`src/logic/ahbPkg.sv`:
```
//**************************************************
// AHB-Lite memory system shared definitions
// transfer types, RAM slave states and memory map
//**************************************************
package ahbPkg;

    // htrans encodings as defined by AHB-Lite
    typedef enum logic [1:0] {
        idle   = 2'b00,
        busy   = 2'b01,
        nonSeq = 2'b10,
        seq    = 2'b11
    } transType;

    // RAM slave FSM states
    // the read/write state also holds the captured write flag
    typedef enum logic [1:0] {
        memIdle  = 2'b00,
        memRead  = 2'b01,
        memWrite = 2'b10
    } memState;

    // memory map
    // each RAM owns one 64 KB region, only the low part is populated
    localparam logic [31:0] mem0Base = 32'h0000_0000;
    localparam logic [31:0] mem1Base = 32'h0001_0000;

    // low address bits that index inside one region
    localparam int regionBits = 16;

endpackage

```
`src/logic/ahbBus.sv`:
```
//**************************************************
// AHB-Lite shared address-phase signals and bus ready
//**************************************************
`timescale 1ns/1ps

interface ahbBus;

    // address phase, driven by the master
    logic [31:0]      hAddr;
    ahbPkg::transType hTrans;
    logic             hWrite;
    logic [2:0]       hSize;

    // data phase write data
    logic [31:0]      hWdata;

    // bus ready, fed back from the response mux
    logic             hReady;

    modport slave (
        input hAddr,
        input hTrans,
        input hWrite,
        input hSize,
        input hWdata,
        input hReady
    );

    modport decoder (
        input hAddr,
        input hTrans
    );

    modport mux (
        output hReady,
        input  hTrans
    );

    modport top (
        output hAddr,
        output hTrans,
        output hWrite,
        output hSize,
        output hWdata,
        input  hReady
    );

endinterface

```
`src/logic/ahbDecoder.sv`:
```
//**************************************************
// AHB-Lite address decoder
// one-hot select of RAM 0, RAM 1 or the default slave
//**************************************************
`timescale 1ns/1ps

module ahbDecoder #(
    parameter int mem0AddrWidth = 10,
    parameter int mem1AddrWidth = 8
) (
    ahbBus.decoder bus,
    output logic   sel0,
    output logic   sel1,
    output logic   selDefault
);

    localparam logic [31:0] regionMask = (32'd1 << ahbPkg::regionBits) - 32'd1;
    localparam logic [31:0] mem0Size   = 32'd1 << mem0AddrWidth;
    localparam logic [31:0] mem1Size   = 32'd1 << mem1AddrWidth;

    logic [31:0] regionBase;
    logic [31:0] offset;
    logic        active;
    logic        hit0;
    logic        hit1;

    assign regionBase = bus.hAddr & ~regionMask;
    assign offset     = bus.hAddr & regionMask;
    assign active     = (bus.hTrans == ahbPkg::nonSeq) || (bus.hTrans == ahbPkg::seq);

    // an address past the populated part of a region is unmapped
    assign hit0 = (regionBase == ahbPkg::mem0Base) && (offset < mem0Size);
    assign hit1 = (regionBase == ahbPkg::mem1Base) && (offset < mem1Size);

    // idle and busy go to the default slave, which answers them with a zero-wait OKAY
    assign sel0       = active && hit0;
    assign sel1       = active && hit1;
    assign selDefault = !(sel0 || sel1);

    always_comb begin
        assert ($onehot({sel0, sel1, selDefault}))
        else $error("decoder selects not one-hot for address %h", bus.hAddr);
    end

endmodule

```
`src/flat_wrapper.sv`:
```
// flat-port wrapper written by rule: the top's interface ports become plain ports
module ahbDecoder_flat 
#(
    parameter int mem0AddrWidth = 10,
    parameter int mem1AddrWidth = 8
)
  (sel0, sel1, selDefault, bus_hAddr, bus_hTrans);
  ahbBus bus_i ();
  output logic sel0;
  output logic sel1;
  output logic selDefault;
  input wire logic [$bits(bus_i.hAddr)-1:0] bus_hAddr;
  input wire logic [$bits(bus_i.hTrans)-1:0] bus_hTrans;
  assign bus_i.hAddr = bus_hAddr;
  assign bus_i.hTrans = bus_hTrans;
  ahbDecoder #(.mem0AddrWidth(mem0AddrWidth), .mem1AddrWidth(mem1AddrWidth)) u_core (.bus(bus_i), .sel0(sel0), .sel1(sel1), .selDefault(selDefault));
endmodule
```
`config.mk`:
```
export PLATFORM = sky130hd
export DESIGN_NAME = ahbDecoder_flat
export DESIGN_NICKNAME = d
export VERILOG_FILES = /design/src/logic/ahbPkg.sv /design/src/logic/ahbBus.sv /design/src/logic/ahbDecoder.sv /design/src/flat_wrapper.sv
export SDC_FILE = /design/constraint.sdc
export NUM_CORES = 1
export LEC_CHECK = 0
export ABC_AREA = 1
export BUFFER_PORTS_ARGS = -buffer_cell sky130_fd_sc_hd__clkbuf_2
export CORE_AREA = 2 2 39 41
export DETAILED_ROUTE_END_ITERATION = 10
export DIE_AREA = 0 0 41 43
export PLACE_DENSITY = 0.56
export SLEW_MARGIN = 10
export SYNTH_ARGS = -nofsm -noshare
export SYNTH_HDL_FRONTEND = slang
export SYNTH_SLANG_ARGS = --single-unit
```
`constraint.sdc`:
```
create_clock -name vclk -period 0.8
set_input_delay 0.04 -clock vclk [all_inputs]
set_output_delay 0.04 -clock vclk [all_outputs]
set_load 0.02 [all_outputs]
```
# Word-level counts from Yosys, hierarchy flattened
# Cells that the tools add are included.
# word_totals
regBits,0
word_cells,13
inputBits,34
output_inout_bits,3
# op_classes
n_eq_ne,3
n_lt_le_gt_ge,2
reduce_logical,8
# ops
operator,n
$logic_not 32->1,1
$eq 16x1->1 const B,1
$lt 16x11->1 const B,1
$lt 16x9->1 const B,1
$eq 2x2->1 const B,2
$logic_and 1x1->1,4
$logic_or 1x1->1,2
$logic_not 1->1,1

# Depth between registers and ports, before layout
# logic_depth
ltp_word,5
mapped_depth,6
mapped_depth_nobuf,6

# Worst setup path after synthesis
# No wires, ideal clock.
# synth_path
kind,input to output
startpoint,input bus_hAddr[25]
endpoint,output sel0
required_ns,0.760
slack_ns,-0.117
n_path_buf,0
arrival_ns,0.877
path_stages,4
path_cell_list,or2_1 > nor2_1 > nand2_1 > nor3_1
# synth_via
elab_chain_cells,3
# synth_lines
element,line,text
from (decl),flat_wrapper.sv:12,input wire logic [$bits(bus_i.hAddr)-1:0] bus_hAddr;
$logic_not 32->1,ahbDecoder.sv:32,assign hit0 = (regionBase == ahbPkg::mem0Base) && (offset < mem0Size);
$logic_and 1x1->1,ahbDecoder.sv:32,
$logic_and 1x1->1,ahbDecoder.sv:36,assign sel0 = active && hit0;
to (decl),flat_wrapper.sv:9,output logic sel0;
# No other way between the ends.

# Worst setup path in the final report
# layout_path
startpoint,input bus_hAddr[25]
endpoint,output selDefault
# layout_via
elab_chain_cells,5
elab_cells_between_ends,8
classes_between,eq/ne: 1; reduce/logical: 7
# layout_lines
element,line,text
$logic_not 32->1 / $eq 16x1->1 (equally long branches),"ahbDecoder.sv:32, ahbDecoder.sv:33",
"$logic_and 1x1->1, on equally long branches","ahbDecoder.sv:32, ahbDecoder.sv:33",
"$logic_and 1x1->1, on equally long branches","ahbDecoder.sv:36, ahbDecoder.sv:37",
$logic_or 1x1->1 (*),ahbDecoder.sv:38,assign selDefault = !(sel0 || sel1);
$logic_not 1->1 (*),ahbDecoder.sv:38,
to (decl),flat_wrapper.sv:11,output logic selDefault;
# Mark *: on every way between the ends. The rest lies on a longest branch, timed or not.

==> results.rst <==
.. list-table::
   :header-rows: 1

   * - Metric
     - Value
   * - Run status
     - finished, violations left
   * - Failing checks
     - negative setup slack
   * - Pin slew with the least headroom to its limit
     - ~0.16 ns
   * - Final clock period utilization by the worst path
     - 108%
   * - Sequential cell area
     - 0 um2
   * - Post-synthesis compound-gate area fraction
     - ~5.5%
   * - Number of endpoints with negative hold slack in the final report
     - 0
   * - Achievable clock frequency
     - 1160 MHz
   * - Slowest Stage Delay on Critical Path
     - approximately 0.21 ns
   * - Clock group share of total power
     - 0%
   * - Maximum vdd ir drop
     - around 0.065 mV
   * - CP Cell Sequence
     - clkbuf_2 > or2_1 > nor2_1 > nand2_2 > o21bai_1 > buf_2
   * - Max-capacitance violation count
     - 0
   * - Grt met2 use
     - around a tenth
   * - Hold buffer count at CTS
     - 0
   * - Global-route wire length before repair
     - between 700 and 800 um
   * - Clock Buffer Count
     - 0
   * - Cell with the biggest individual delay on the critical path
     - sky130_fd_sc_hd__or2_1
   * - Half-perimeter wire length of the detailed placement result
     - around 470 um
   * - Total stage count of the critical path
     - 6
   * - Routed Antenna Nets
     - 0
   * - Busiest grt layer
     - met2
   * - Time the final worst path needs with I/O delays and setup
     - approximately 0.86 ns
   * - Share of the synthesized area in the top cell type
     - a little over two fifths
   * - Share of layout cells above drive strength 1
     - 54.8%
   * - Overall die width
     - ~41 um
   * - Overall die area
     - approximately 0.0018 mm2
   * - Combinational share of power
     - 100.0%
   * - Number of fill cells in the layout
     - 162
   * - Areal power density over the cells
     - between 200 and 300 mW/mm2
   * - Maximum number of pins on one net before global-route repair
     - 5
   * - Cell Area, Synth
     - around 140 um2
   * - Via count of the first global-routing pass
     - roughly 220
   * - Top cells by area, synth
     - sky130_fd_sc_hd__nor2_1 (44%), sky130_fd_sc_hd__nand2_1 (25%), sky130_fd_sc_hd__inv_1 (11%)
   * - Global-route track usage on met1
     - ~8%
   * - Setup slack of the critical path after layout
     - -0.0613 ns
   * - Multiplexer share of the synthesized area
     - 0%
   * - Largest delay contributor family on the critical path
     - simple AND/OR/NAND/NOR gates
   * - Floorplan die height
     - between 40 and 50 um
   * - Overall via count from detail_route
     - approximately 280
   * - Kind of path behind the tightest hold check
     - in2out
   * - Number of I/O pins
     - 37
   * - Total count of max-transition violations in the final report
     - 0
   * - Worst Setup EP
     - selDefault
   * - Proportion of power drawn by flip-flops and latches
     - 0%
   * - Type of the worst setup path
     - in2out
   * - Utilization of the core after routing
     - 23.3%
   * - Worst path arrival time
     - between 0.8 and 0.9 ns
   * - Post-synthesis xor/xnor area fraction
     - 0%
   * - Post-route DRC violation count
     - 0
   * - Worst Setup Start Kind
     - primary input
   * - Total internal power
     - about 56 uW
   * - Number of synthesis warnings
     - 0
   * - Dominant combinational cell family by area after synthesis
     - simple AND/OR/NAND/NOR gates
   * - I/O Buffers
     - 28
   * - Gpl congestion
     - 0.602
   * - Worst setup path start
     - bus_hAddr[25]
   * - Synthesized area per cell
     - a little over 4 um2
   * - Hold slack final
     - ~0.48 ns
   * - Relative slew margins
     - 89.3%
   * - Global routing usage on met3
     - 0%
   * - Adder-cell share of the synthesized area
     - 0%
   * - Critical-path maximum fanout
     - 3
   * - Fin nets
     - between 90 and 100
   * - Number of search-and-repair iterations in the first detailed-routing pass
     - 2
   * - Net Sw Power
     - 34.9 uW
   * - Type of element capturing the critical path
     - output port
   * - Distinct cell type count of the synthesized netlist
     - 7
   * - Final count of negative-setup-slack endpoints
     - 3
   * - Count of mapped cells out of synthesis
     - 34
   * - Share of synthesized area occupied by flip-flops and latches
     - 0%
   * - Cell type contributing the most total cell area after synthesis
     - sky130_fd_sc_hd__nor2_1
   * - DRT Wirelength
     - slightly below 500 um
   * - Required time of the critical path
     - 0.76 ns
   * - Leakage power figure
     - roughly 0.19 nW
   * - Site Rows
     - 14
   * - Simple-gate area share of the yosys netlist
     - a little over four fifths
   * - Switching part of the total power
     - a little under two fifths
   * - Antenna Diode Count
     - 0
   * - Area Growth Syn to Fin
     - 135%
   * - Antenna violations before repair
     - 0
   * - DRC marker count from the first detailed-route iteration
     - 2
   * - Starting density of the core
     - slightly below 10%
   * - Remaining global-route overflow
     - 0
   * - Top cell types by occurrence after synthesis
     - sky130_fd_sc_hd__nor2_1 (16), sky130_fd_sc_hd__nand2_1 (9), sky130_fd_sc_hd__inv_1 (4)
   * - Detailed-route wire length per cell
     - between 6 and 7 um
   * - Overall fraction of global-route tracks in use
     - approximately 5.5%
   * - Buffers plus inverters on the worst setup path
     - 2
   * - Setup repair after global routing missed its margin
     - yes
   * - Mean number of vias per cell
     - 3.63
   * - Top-count cell post-synth
     - sky130_fd_sc_hd__nor2_1
   * - Count of sequential standard cells
     - 0
   * - Number of cells on the worst hold path
     - 5
   * - Core Area
     - roughly 0.0014 mm2
   * - Syn nets
     - between 60 and 70
[power groups by stage]
| stage | sequential, mW | combinational [mW] | clock [mW] |
|---|---|---|---|
| 6_report | 0 | 0.0911 | 0 |
| 3_5_place_dp | 0 | 0.0884 | 0 |
| 2_1_floorplan | 0 | 0.0252 | 0 |
| 3_3_place_gp | 0 | 0.0869 | 0 |
| 5_1_grt | 0 | 0.105 | 0 |
| 4_1_cts | 0 | 0.0888 | 0 |
[worst min path at each step]
stage / end / start
floorplan: sel0 / bus_hTrans[1]
detailed placement: sel1 / bus_hAddr[9]
finish: sel1 / bus_hAddr[9]
global route: sel1 / bus_hAddr[9]
global placement: sel1 / bus_hAddr[9]
CTS: sel1 / bus_hAddr[9]
[final cells by class]
cell class / count / area [um2] / area share [%]
Tap cell: 16 / 20.0 / 6.20
Multi-Input combinational cell: 30 / 143 / 44.2
Timing Repair Buffer: 28 / 145 / 45.0
Inverter: 4 / 15.0 / 4.65
[metrics by stage]
stage	cell area, um2	TNS [ns]	setup slack, ns	total power, mW	instances
5_1_grt	323	-0.276	-0.122	0.105	78
2_1_floorplan	138	-0.235	-0.117	0.0252	34
3_3_place_gp	298	-0.225	-0.0815	0.0869	78
6_report	323	-0.0996	-0.0613	0.0911	78
4_1_cts	300	-0.237	-0.0862	0.0888	78
3_5_place_dp	298	-0.238	-0.0862	0.0884	78
[placed cells by master (no fill, tap or decap)]
cell type and instances:
sky130_fd_sc_hd__buf_2 1, sky130_fd_sc_hd__buf_4 2, sky130_fd_sc_hd__clkbuf_2 25, sky130_fd_sc_hd__inv_1 4, sky130_fd_sc_hd__nand2_1 8, sky130_fd_sc_hd__nand2_2 1
sky130_fd_sc_hd__nand3_1 1, sky130_fd_sc_hd__nor2_1 13, sky130_fd_sc_hd__nor2_2 3, sky130_fd_sc_hd__nor3_2 2, sky130_fd_sc_hd__o21bai_1 1, sky130_fd_sc_hd__or2_1 1
[metal layers]
| metal | share of wire (%) | up-vias |
|---|---|---|
| li1 | - | 159 |
| met1 | 37 | 104 |
| met2 | 48 | 20 |
| met3 | 14 | 0 |
| met4 | 0 | 0 |
| met5 | 0 | - |
[cells by family after synthesis]
| kind of cell | after synthesis |
|---|---|
| AO/OA/AOI/OAI | 1 |
| AND/OR/NAND/NOR | 29 |
| buffers and inverters | 4 |
[repair_timing]
| item | CTS | global route |
|---|---|---|
| setup buffers | 0 | 0 |
| hold endpoints to repair | 0 | 0 |
| gates resized for setup | 1 | 10 |
| pin swaps | 0 | 3 |
| endpoints found under the setup margin | 3 | 3 |
Power figures use the tool's default switching activity.
