File: src/logic/ahbPkg.sv
//**************************************************
// AHB-Lite memory system shared definitions
// transfer types, RAM slave states and memory map
//**************************************************
package ahbPkg;

    // htrans encodings as defined by AHB-Lite
    typedef enum logic [1:0] {
        idle   = 2'b00,
        busy   = 2'b01,
        nonSeq = 2'b10,
        seq    = 2'b11
    } transType;

    // RAM slave FSM states
    // the read/write state also holds the captured write flag
    typedef enum logic [1:0] {
        memIdle  = 2'b00,
        memRead  = 2'b01,
        memWrite = 2'b10
    } memState;

    // memory map
    // each RAM owns one 64 KB region, only the low part is populated
    localparam logic [31:0] mem0Base = 32'h0000_0000;
    localparam logic [31:0] mem1Base = 32'h0001_0000;

    // low address bits that index inside one region
    localparam int regionBits = 16;

endpackage

File: src/logic/ahbBus.sv
//**************************************************
// AHB-Lite shared address-phase signals and bus ready
//**************************************************
`timescale 1ns/1ps

interface ahbBus;

    // address phase, driven by the master
    logic [31:0]      hAddr;
    ahbPkg::transType hTrans;
    logic             hWrite;
    logic [2:0]       hSize;

    // data phase write data
    logic [31:0]      hWdata;

    // bus ready, fed back from the response mux
    logic             hReady;

    modport slave (
        input hAddr,
        input hTrans,
        input hWrite,
        input hSize,
        input hWdata,
        input hReady
    );

    modport decoder (
        input hAddr,
        input hTrans
    );

    modport mux (
        output hReady,
        input  hTrans
    );

    modport top (
        output hAddr,
        output hTrans,
        output hWrite,
        output hSize,
        output hWdata,
        input  hReady
    );

endinterface

File: src/logic/ahbResponseMux.sv
//**************************************************
// AHB-Lite data-phase response mux
// routes the owning slave back, holds the default slave
//**************************************************
`timescale 1ns/1ps

module ahbResponseMux (
    input  logic        HCLK,
    input  logic        HRESETn,
    ahbBus.mux          bus,
    input  logic        sel0,
    input  logic        sel1,
    input  logic        selDefault,
    input  logic [31:0] rdata0,
    input  logic [31:0] rdata1,
    input  logic        ready0,
    input  logic        ready1,
    input  logic        resp0,
    input  logic        resp1,
    output logic [31:0] hRdata,
    output logic        hResp
);

    // default slave answering unmapped transfers with a two-cycle ERROR
    typedef enum logic [1:0] {
        defOkay  = 2'b00,
        defWait  = 2'b01,
        defError = 2'b10
    } defState;

    defState state;
    logic    own0;
    logic    own1;
    logic    ownDefault;
    logic    defAccept;
    logic    readyMux;

    assign defAccept = bus.hReady && selDefault &&
                       ((bus.hTrans == ahbPkg::nonSeq) || (bus.hTrans == ahbPkg::seq));

    // data-phase owner follows the address phase on every ready edge
    always_ff @(posedge HCLK) begin
        if (!HRESETn) begin
            own0       <= 1'b0;
            own1       <= 1'b0;
            ownDefault <= 1'b1;
        end else if (bus.hReady) begin
            own0       <= sel0;
            own1       <= sel1;
            ownDefault <= selDefault;
        end
    end

    // back-to-back unmapped transfers restart the ERROR sequence
    always_ff @(posedge HCLK) begin
        if (!HRESETn) begin
            state <= defOkay;
        end else begin
            case (state)
                defOkay:  state <= defAccept ? defWait : defOkay;
                defWait:  state <= defError;
                defError: state <= defAccept ? defWait : defOkay;
                default:  state <= defOkay;
            endcase
        end
    end

    always_comb begin
        hRdata   = 32'd0;
        readyMux = 1'b1;
        hResp    = 1'b0;
        if (own0) begin
            hRdata   = rdata0;
            readyMux = ready0;
            hResp    = resp0;
        end else if (own1) begin
            hRdata   = rdata1;
            readyMux = ready1;
            hResp    = resp1;
        end else if (ownDefault) begin
            readyMux = (state != defWait);
            hResp    = (state != defOkay);
        end
    end

    assign bus.hReady = readyMux;

    // ERROR must take its first cycle with ready low
    errorTwoCycle: assert property (
        @(posedge HCLK) disable iff (!HRESETn)
        (hResp && bus.hReady) |-> $past(hResp && !bus.hReady)
    ) else $error("ERROR completed without its wait cycle");

endmodule

File: src/flat_wrapper.sv
// flat-port wrapper written by rule: the top's interface ports become plain ports
module ahbResponseMux_flat 
  (HCLK, HRESETn, sel0, sel1, selDefault, rdata0, rdata1, ready0, ready1, resp0, resp1, hRdata, hResp, bus_hReady, bus_hTrans);
  ahbBus bus_i ();
  input  logic HCLK;
  input  logic HRESETn;
  input  logic sel0;
  input  logic sel1;
  input  logic selDefault;
  input  logic [31:0] rdata0;
  input  logic [31:0] rdata1;
  input  logic ready0;
  input  logic ready1;
  input  logic resp0;
  input  logic resp1;
  output logic [31:0] hRdata;
  output logic hResp;
  output wire logic [$bits(bus_i.hReady)-1:0] bus_hReady;
  input wire logic [$bits(bus_i.hTrans)-1:0] bus_hTrans;
  assign bus_hReady = bus_i.hReady;
  assign bus_i.hTrans = bus_hTrans;
  ahbResponseMux u_core (.HCLK(HCLK), .HRESETn(HRESETn), .bus(bus_i), .sel0(sel0), .sel1(sel1), .selDefault(selDefault), .rdata0(rdata0), .rdata1(rdata1), .ready0(ready0), .ready1(ready1), .resp0(resp0), .resp1(resp1), .hRdata(hRdata), .hResp(hResp));
endmodule
File: config.mk
export PLATFORM = sky130hd
export DESIGN_NAME = ahbResponseMux_flat
export DESIGN_NICKNAME = d
export VERILOG_FILES = /design/src/logic/ahbPkg.sv /design/src/logic/ahbBus.sv /design/src/logic/ahbResponseMux.sv /design/src/flat_wrapper.sv
export SDC_FILE = /design/constraint.sdc
export NUM_CORES = 1
export LEC_CHECK = 0
export BUFFER_PORTS_ARGS = -buffer_cell sky130_fd_sc_hd__buf_2
export CAP_MARGIN = 20
export CELL_PAD_IN_SITES_DETAIL_PLACEMENT = 0
export CELL_PAD_IN_SITES_GLOBAL_PLACEMENT = 2
export CORE_UTILIZATION = 12
export CTS_BUF_LIST = sky130_fd_sc_hd__clkbuf_4
export DETAILED_ROUTE_END_ITERATION = 10
export PLACE_DENSITY_LB_ADDON = 0.1
export REMOVE_ABC_BUFFERS = 1
export SLEW_MARGIN = 20
export SYNTH_ARGS = -nofsm -noshare
export SYNTH_HDL_FRONTEND = slang
export SYNTH_SLANG_ARGS = --single-unit
File: constraint.sdc
create_clock -name HCLK -period 1.86 [get_ports HCLK]
set_input_delay 0.372 -clock HCLK [delete_from_list [all_inputs] [get_ports HCLK]]
set_output_delay 0.372 -clock HCLK [all_outputs]
set_load 0.005 [all_outputs]
After elaboration in Yosys (flattened, before gate mapping)

Index checks and enable logic that the tools add are counted.

Flip-flop bits (word level): 5
Bits in latches: 0
RAM bits: 0
Bits in read-only memories: 0
Bits of input ports: 75
Output and inout bits: 34
Logic and storage cells: 25
Memories kept: 0

Add/subtract/negate cells: 0
$mul: 0
Div/mod/pow operators: 0
$lt $le $gt $ge: 0
Eq/ne operators: 5
Shifts and indexed selects: 0
Multiplexer cells: 10
Bitwise operators: 0
Reduce and logical (&&, ||, !) cells: 6

Operator list:

| cell                                                                   | number |
|---|---|
| 32-bit 2-to-1 mux                                                      | 2 |
| 1-bit 2-to-1 mux                                                       | 7 |
| 2-bit equality test (second input constant)                            | 3 |
| 2-bit case mux with 2 select lines                                     | 1 |
| 2-bit by 1-bit equality test with 1-bit output (second input constant) | 1 |
| 1-bit logical AND                                                      | 2 |
| 2-bit logical NOT                                                      | 1 |
| 2-bit by 1-bit != test with 1-bit output (second input constant)       | 1 |
| 2-bit nonzero test                                                     | 1 |
| 2-bit OR reduction                                                     | 1 |
| 1-bit logical OR                                                       | 1 |

Longest topological paths before layout

Depth after elaboration: 8
Depth in mapped cells: 5
Depth with buffers taken out: 3

Least setup slack after synthesis

No wires, ideal clock.

Kind: reg2out
Start point: register u_core.own1
End point: output port hRdata[0]
Arrival time: 918 ps
Data required time: 1488 ps
Path slack: 570 ps
Stages on the path, launching flop included: 5
Buffers on the path: 2
Cell sequence: dfxtp_1 nor2b_2 buf_4 buf_6 a22o_1

Cells in the longest elaborated chain, start to end: 2

Ends and longest elaborated chain:

| element                | line                 | text |
|---|---|---|
| from (decl)            | ahbResponseMux.sv:33 | `logic own1;` |
| from (signal assigned) | ahbResponseMux.sv:49 | `own1 <= sel1;` |
| 32-bit 2-to-1 mux      | ahbResponseMux.sv:76 | `end else if (own1) begin` |
| 32-bit 2-to-1 mux      | ahbResponseMux.sv:72 | `if (own0) begin` |
| to (decl)              | flat_wrapper.sv:16   | `output logic [31:0] hRdata;` |

No other way between the ends.

Worst setup path after layout

Start point: register u_core.own1
End point: output port hRdata[31]

The elaborated chain is that of the path after synthesis.

==> key figures <==
CTS
  – Buffer cell driving the clock tree root: sky130_fd_sc_hd__clkbuf_4
  – Clock buffers created by TritonCTS: 3
  – H-Tree Depth: 1
  – Setup bufs post-CTS: 0
  – Hold bufs inserted after CTS: 0
  – Clock edge transition at the registers on the reported setup and hold paths: 0.05 ns
  – TritonCTS Sinks: 5
  – Count of instances resized after the clock tree is built: 0
  – Clock tree from TritonCTS: built
  – Worst-case clock buffer depth: 2
  – Worst-Skew Late Latency: 0.24 ns

Global routing
  – Global-route usage over all layers: 8.54%
  – Largest net degree at the start of global routing: 33
  – Number of antenna violations at the first check in global routing: 0
  – Number of global-route vias before repair: 792
  – Total congestion overflow: 0
  – Wire length of the first global-routing pass: 3.71 mm

Cells and area
  – Total Nets Final: 250
  – Synthesis-to-layout area growth: 97.6%
  – Share of post-route cells with drive strength above 1: 67.2%
  – Core utilization of the finished layout: 24.6%
  – Antenna diode count: 0
  – Final std cells w/o fill: 244
  – Post-route cell area: 1250 µm²
  – Final-layout fill cell count: 560

Outcome
  – Outcome: finished, final reports clean

STA
  – Highest achievable clock rate: 573 MHz
  – Number of pins exceeding their max-slew limit in the final report: 0
  – Minimum period implied by the final worst setup slack: 1.75 ns
  – Final setup viols: 0
  – Transition time of the tightest slew-check pin: 0.328 ns
  – Worst slew margin relative to its limit: 78.1%
  – Slack of the critical path: 0.115 ns
  – Fin Hold WS: 0.356 ns
  – Worst clock skew: 0.00468 ns
  – Unrepaired setup endpoints after global routing: false
  – Final-report hold violation count: 0
  – Portion of the clock cycle consumed by the worst path in the final layout: 93.8%
  – Final sum of negative setup slack: 0 ns

Place
  – Worst setup slack after placement: 0.306 ns
  – Placed cell count: 240
  – Total of buffers placed on input and output ports: 107
  – HPWL after detailed placement: 2.37 mm
  – Placed Instance Area: 1220 µm²
  – Gpl congestion: 0.612

Synthesis
  – Fraction of registers with async set/reset: 0%
  – Count of flip-flops with a built-in enable after synthesis: 0
  – FF+latch count, synth: 5
  – Gate Count Post-Synth: 69
  – Share of synthesized area spent on multiplexers: 3.37%
  – Area of the mapped netlist: 632 µm²
  – Synth warn: 0
  – Post-synthesis cell type count: 24
  – Combinational family with the most area after synthesis: compound AO/OA/AOI/OAI gates
  – Flip-flop cell with the highest count after synthesis: sky130_fd_sc_hd__dfxtp_1
  – Simple-Gate Fraction of Synth Area: 15.0%
  – Register area share after synthesis: 15.8%
  – Synthesized-area fraction occupied by adder cells: 0%
  – Compound-gate portion of the synthesized area: 53.9%
  – Xor-xnor portion of the synthesized cell area: 0%
  – Average instance area after synthesis: 9.16 µm²

Pwr
  – Peak ir drop on the vdd network: 0.414 mV
  – Total leakage power: 0.711 nW
  – Final Power: 629 µW
  – Total power per unit cell area: 504 nW/µm²

Detailed routing
  – Final routed DRC violation total: 0
  – Routed Wire Length: 2.93 mm
  – Vias per inst: 4.08
  – Routed length per placed instance: 12.0 µm
  – First-pass detailed-route iteration total: 4
  – First-iteration detailed-routing DRC count: 28
  – Number of nets still failing antenna checks after routing: 0
  – Via total after detailed routing: 996

Worst setup path
  – Critical-path cell list: nor2b_2, buf_12, a22o_1, buf_2
  – Setup slack on the worst flop-to-flop path: 0.66 ns
  – Critical Path End Type: output port
  – Data required time at the worst endpoint: 1.49 ns
  – RR Startpoint: u_core.own1
  – Kind of cell adding the most delay to the critical path: flip-flops
  – Delay of the slowest cell on the worst path: 0.43 ns
  – Startpoint type of the worst setup path: flop
  – Startpoint-to-endpoint class of the critical path: reg -> out
  – Data arrival, critical path: 1.37 ns
  – Worst reg2reg path depth: 3
  – Worst reg2reg endpoint: u_core.ownDefault
  – Crit Path Max Fanout: 32
  – Bufs and invs on worst path: 2
  – Cell at the slowest stage of the critical path: sky130_fd_sc_hd__dfxtp_1

Floorplan
  – Chip Height: 74.6 µm
  – Standard cell core area: 5070 µm²
  – I/O Pins: 109
  – Starting Density: 12.5%
  – Floorplan die area: 5560 µm²
  – X dimension of the die: 74.6 µm
  – Number of rows created at floorplan: 26

Min path
  – Worst hold path type: in -> reg
  – Critical hold path startpoint: bus_hTrans[1]
  – Worst hold path stage count: 3
  – Hold worst-path end: u_core.state[0]

Flow run
  – Max_cap viols: 0
[worst reg2reg max path, cell delays in order, from the launching register on]
cell and delay, ns:
sky130_fd_sc_hd__dfxtp_1 0.43, sky130_fd_sc_hd__nand2b_1 0.17, sky130_fd_sc_hd__a31oi_1 0.32, sky130_fd_sc_hd__o221ai_1 0.15
[per-layer routing]
metal  GRT usage [%]  up-vias  routed length, µm
li1                -      496                  -
met1            9.62      438               1130
met2            15.7       62               1420
met3            3.39        0                381
met4           0.629        0                  0
met5               0        -                  0
[final cells by class]
cell class	count	area, µm²	area share (%)
Inverter	3	11.3	0.902
Timing Repair Buffer	109	563	45.1
Sequential cell	5	100	8.02
Tap cell	70	87.6	7.01
Clock buffer	4	30.0	2.40
Multi-Input combinational cell	53	457	36.6
[worst max path at each step]
stage                      end  slack [ns]         from  cells after the start
floorplan           hRdata[30]       -0.11  u_core.own0                      2
global placement    bus_hReady        0.31       ready1                      5
detailed placement  bus_hReady        0.31       ready1                      5
CTS                 hRdata[31]        0.08  u_core.own1                      4
global route        hRdata[31]      0.0006  u_core.own1                      4
finish              hRdata[31]        0.11  u_core.own1                      4
[flip-flops by register name, summed over array words and instances, names as in the netlist]
name,cells
u_core.own0,1
u_core.own1,1
u_core.ownDefault,1
u_core.state,2
[cell usage in the layout (no fill, tap or decap), types with 2 or more instances in the layout]
cell / n
sky130_fd_sc_hd__buf_2: 107
sky130_fd_sc_hd__a22o_1: 32
sky130_fd_sc_hd__a31oi_1: 2
sky130_fd_sc_hd__dfxtp_1: 5
sky130_fd_sc_hd__nand2b_1: 2
sky130_fd_sc_hd__inv_1: 3
sky130_fd_sc_hd__nand2_1: 2
sky130_fd_sc_hd__clkbuf_4: 4
[cell usage after synthesis, drive strengths merged (2+ instances only)]
cell,n,share of area (%)
inv,3,1.8
a31oi,2,2.0
buf,5,8.3
nand2b,2,2.0
nand2,2,1.2
dfxtp,5,16
clkbuf,3,1.8
a22o,32,44
[power by group]
part	leakage (nW)	switching, mW	internal, mW	total (mW)
combinational	0.651	0.150	0.207	0.358
sequential	0.0412	0.0132	0.117	0.130
clock	0.0184	0.0459	0.0958	0.142
total	0.711	0.209	0.420	0.629
[cells by family (layout without fill, tap and decap cells)]
kind of cell | count (synthesis) | in the layout
AOI/OAI and AO/OA | 40 | 40
muxes | 2 | 2
buffers and inverters | 11 | 116
and+or+nand+nor | 11 | 11
DFF | 5 | 5
Note: power is estimated with default switching activity, not from simulation.
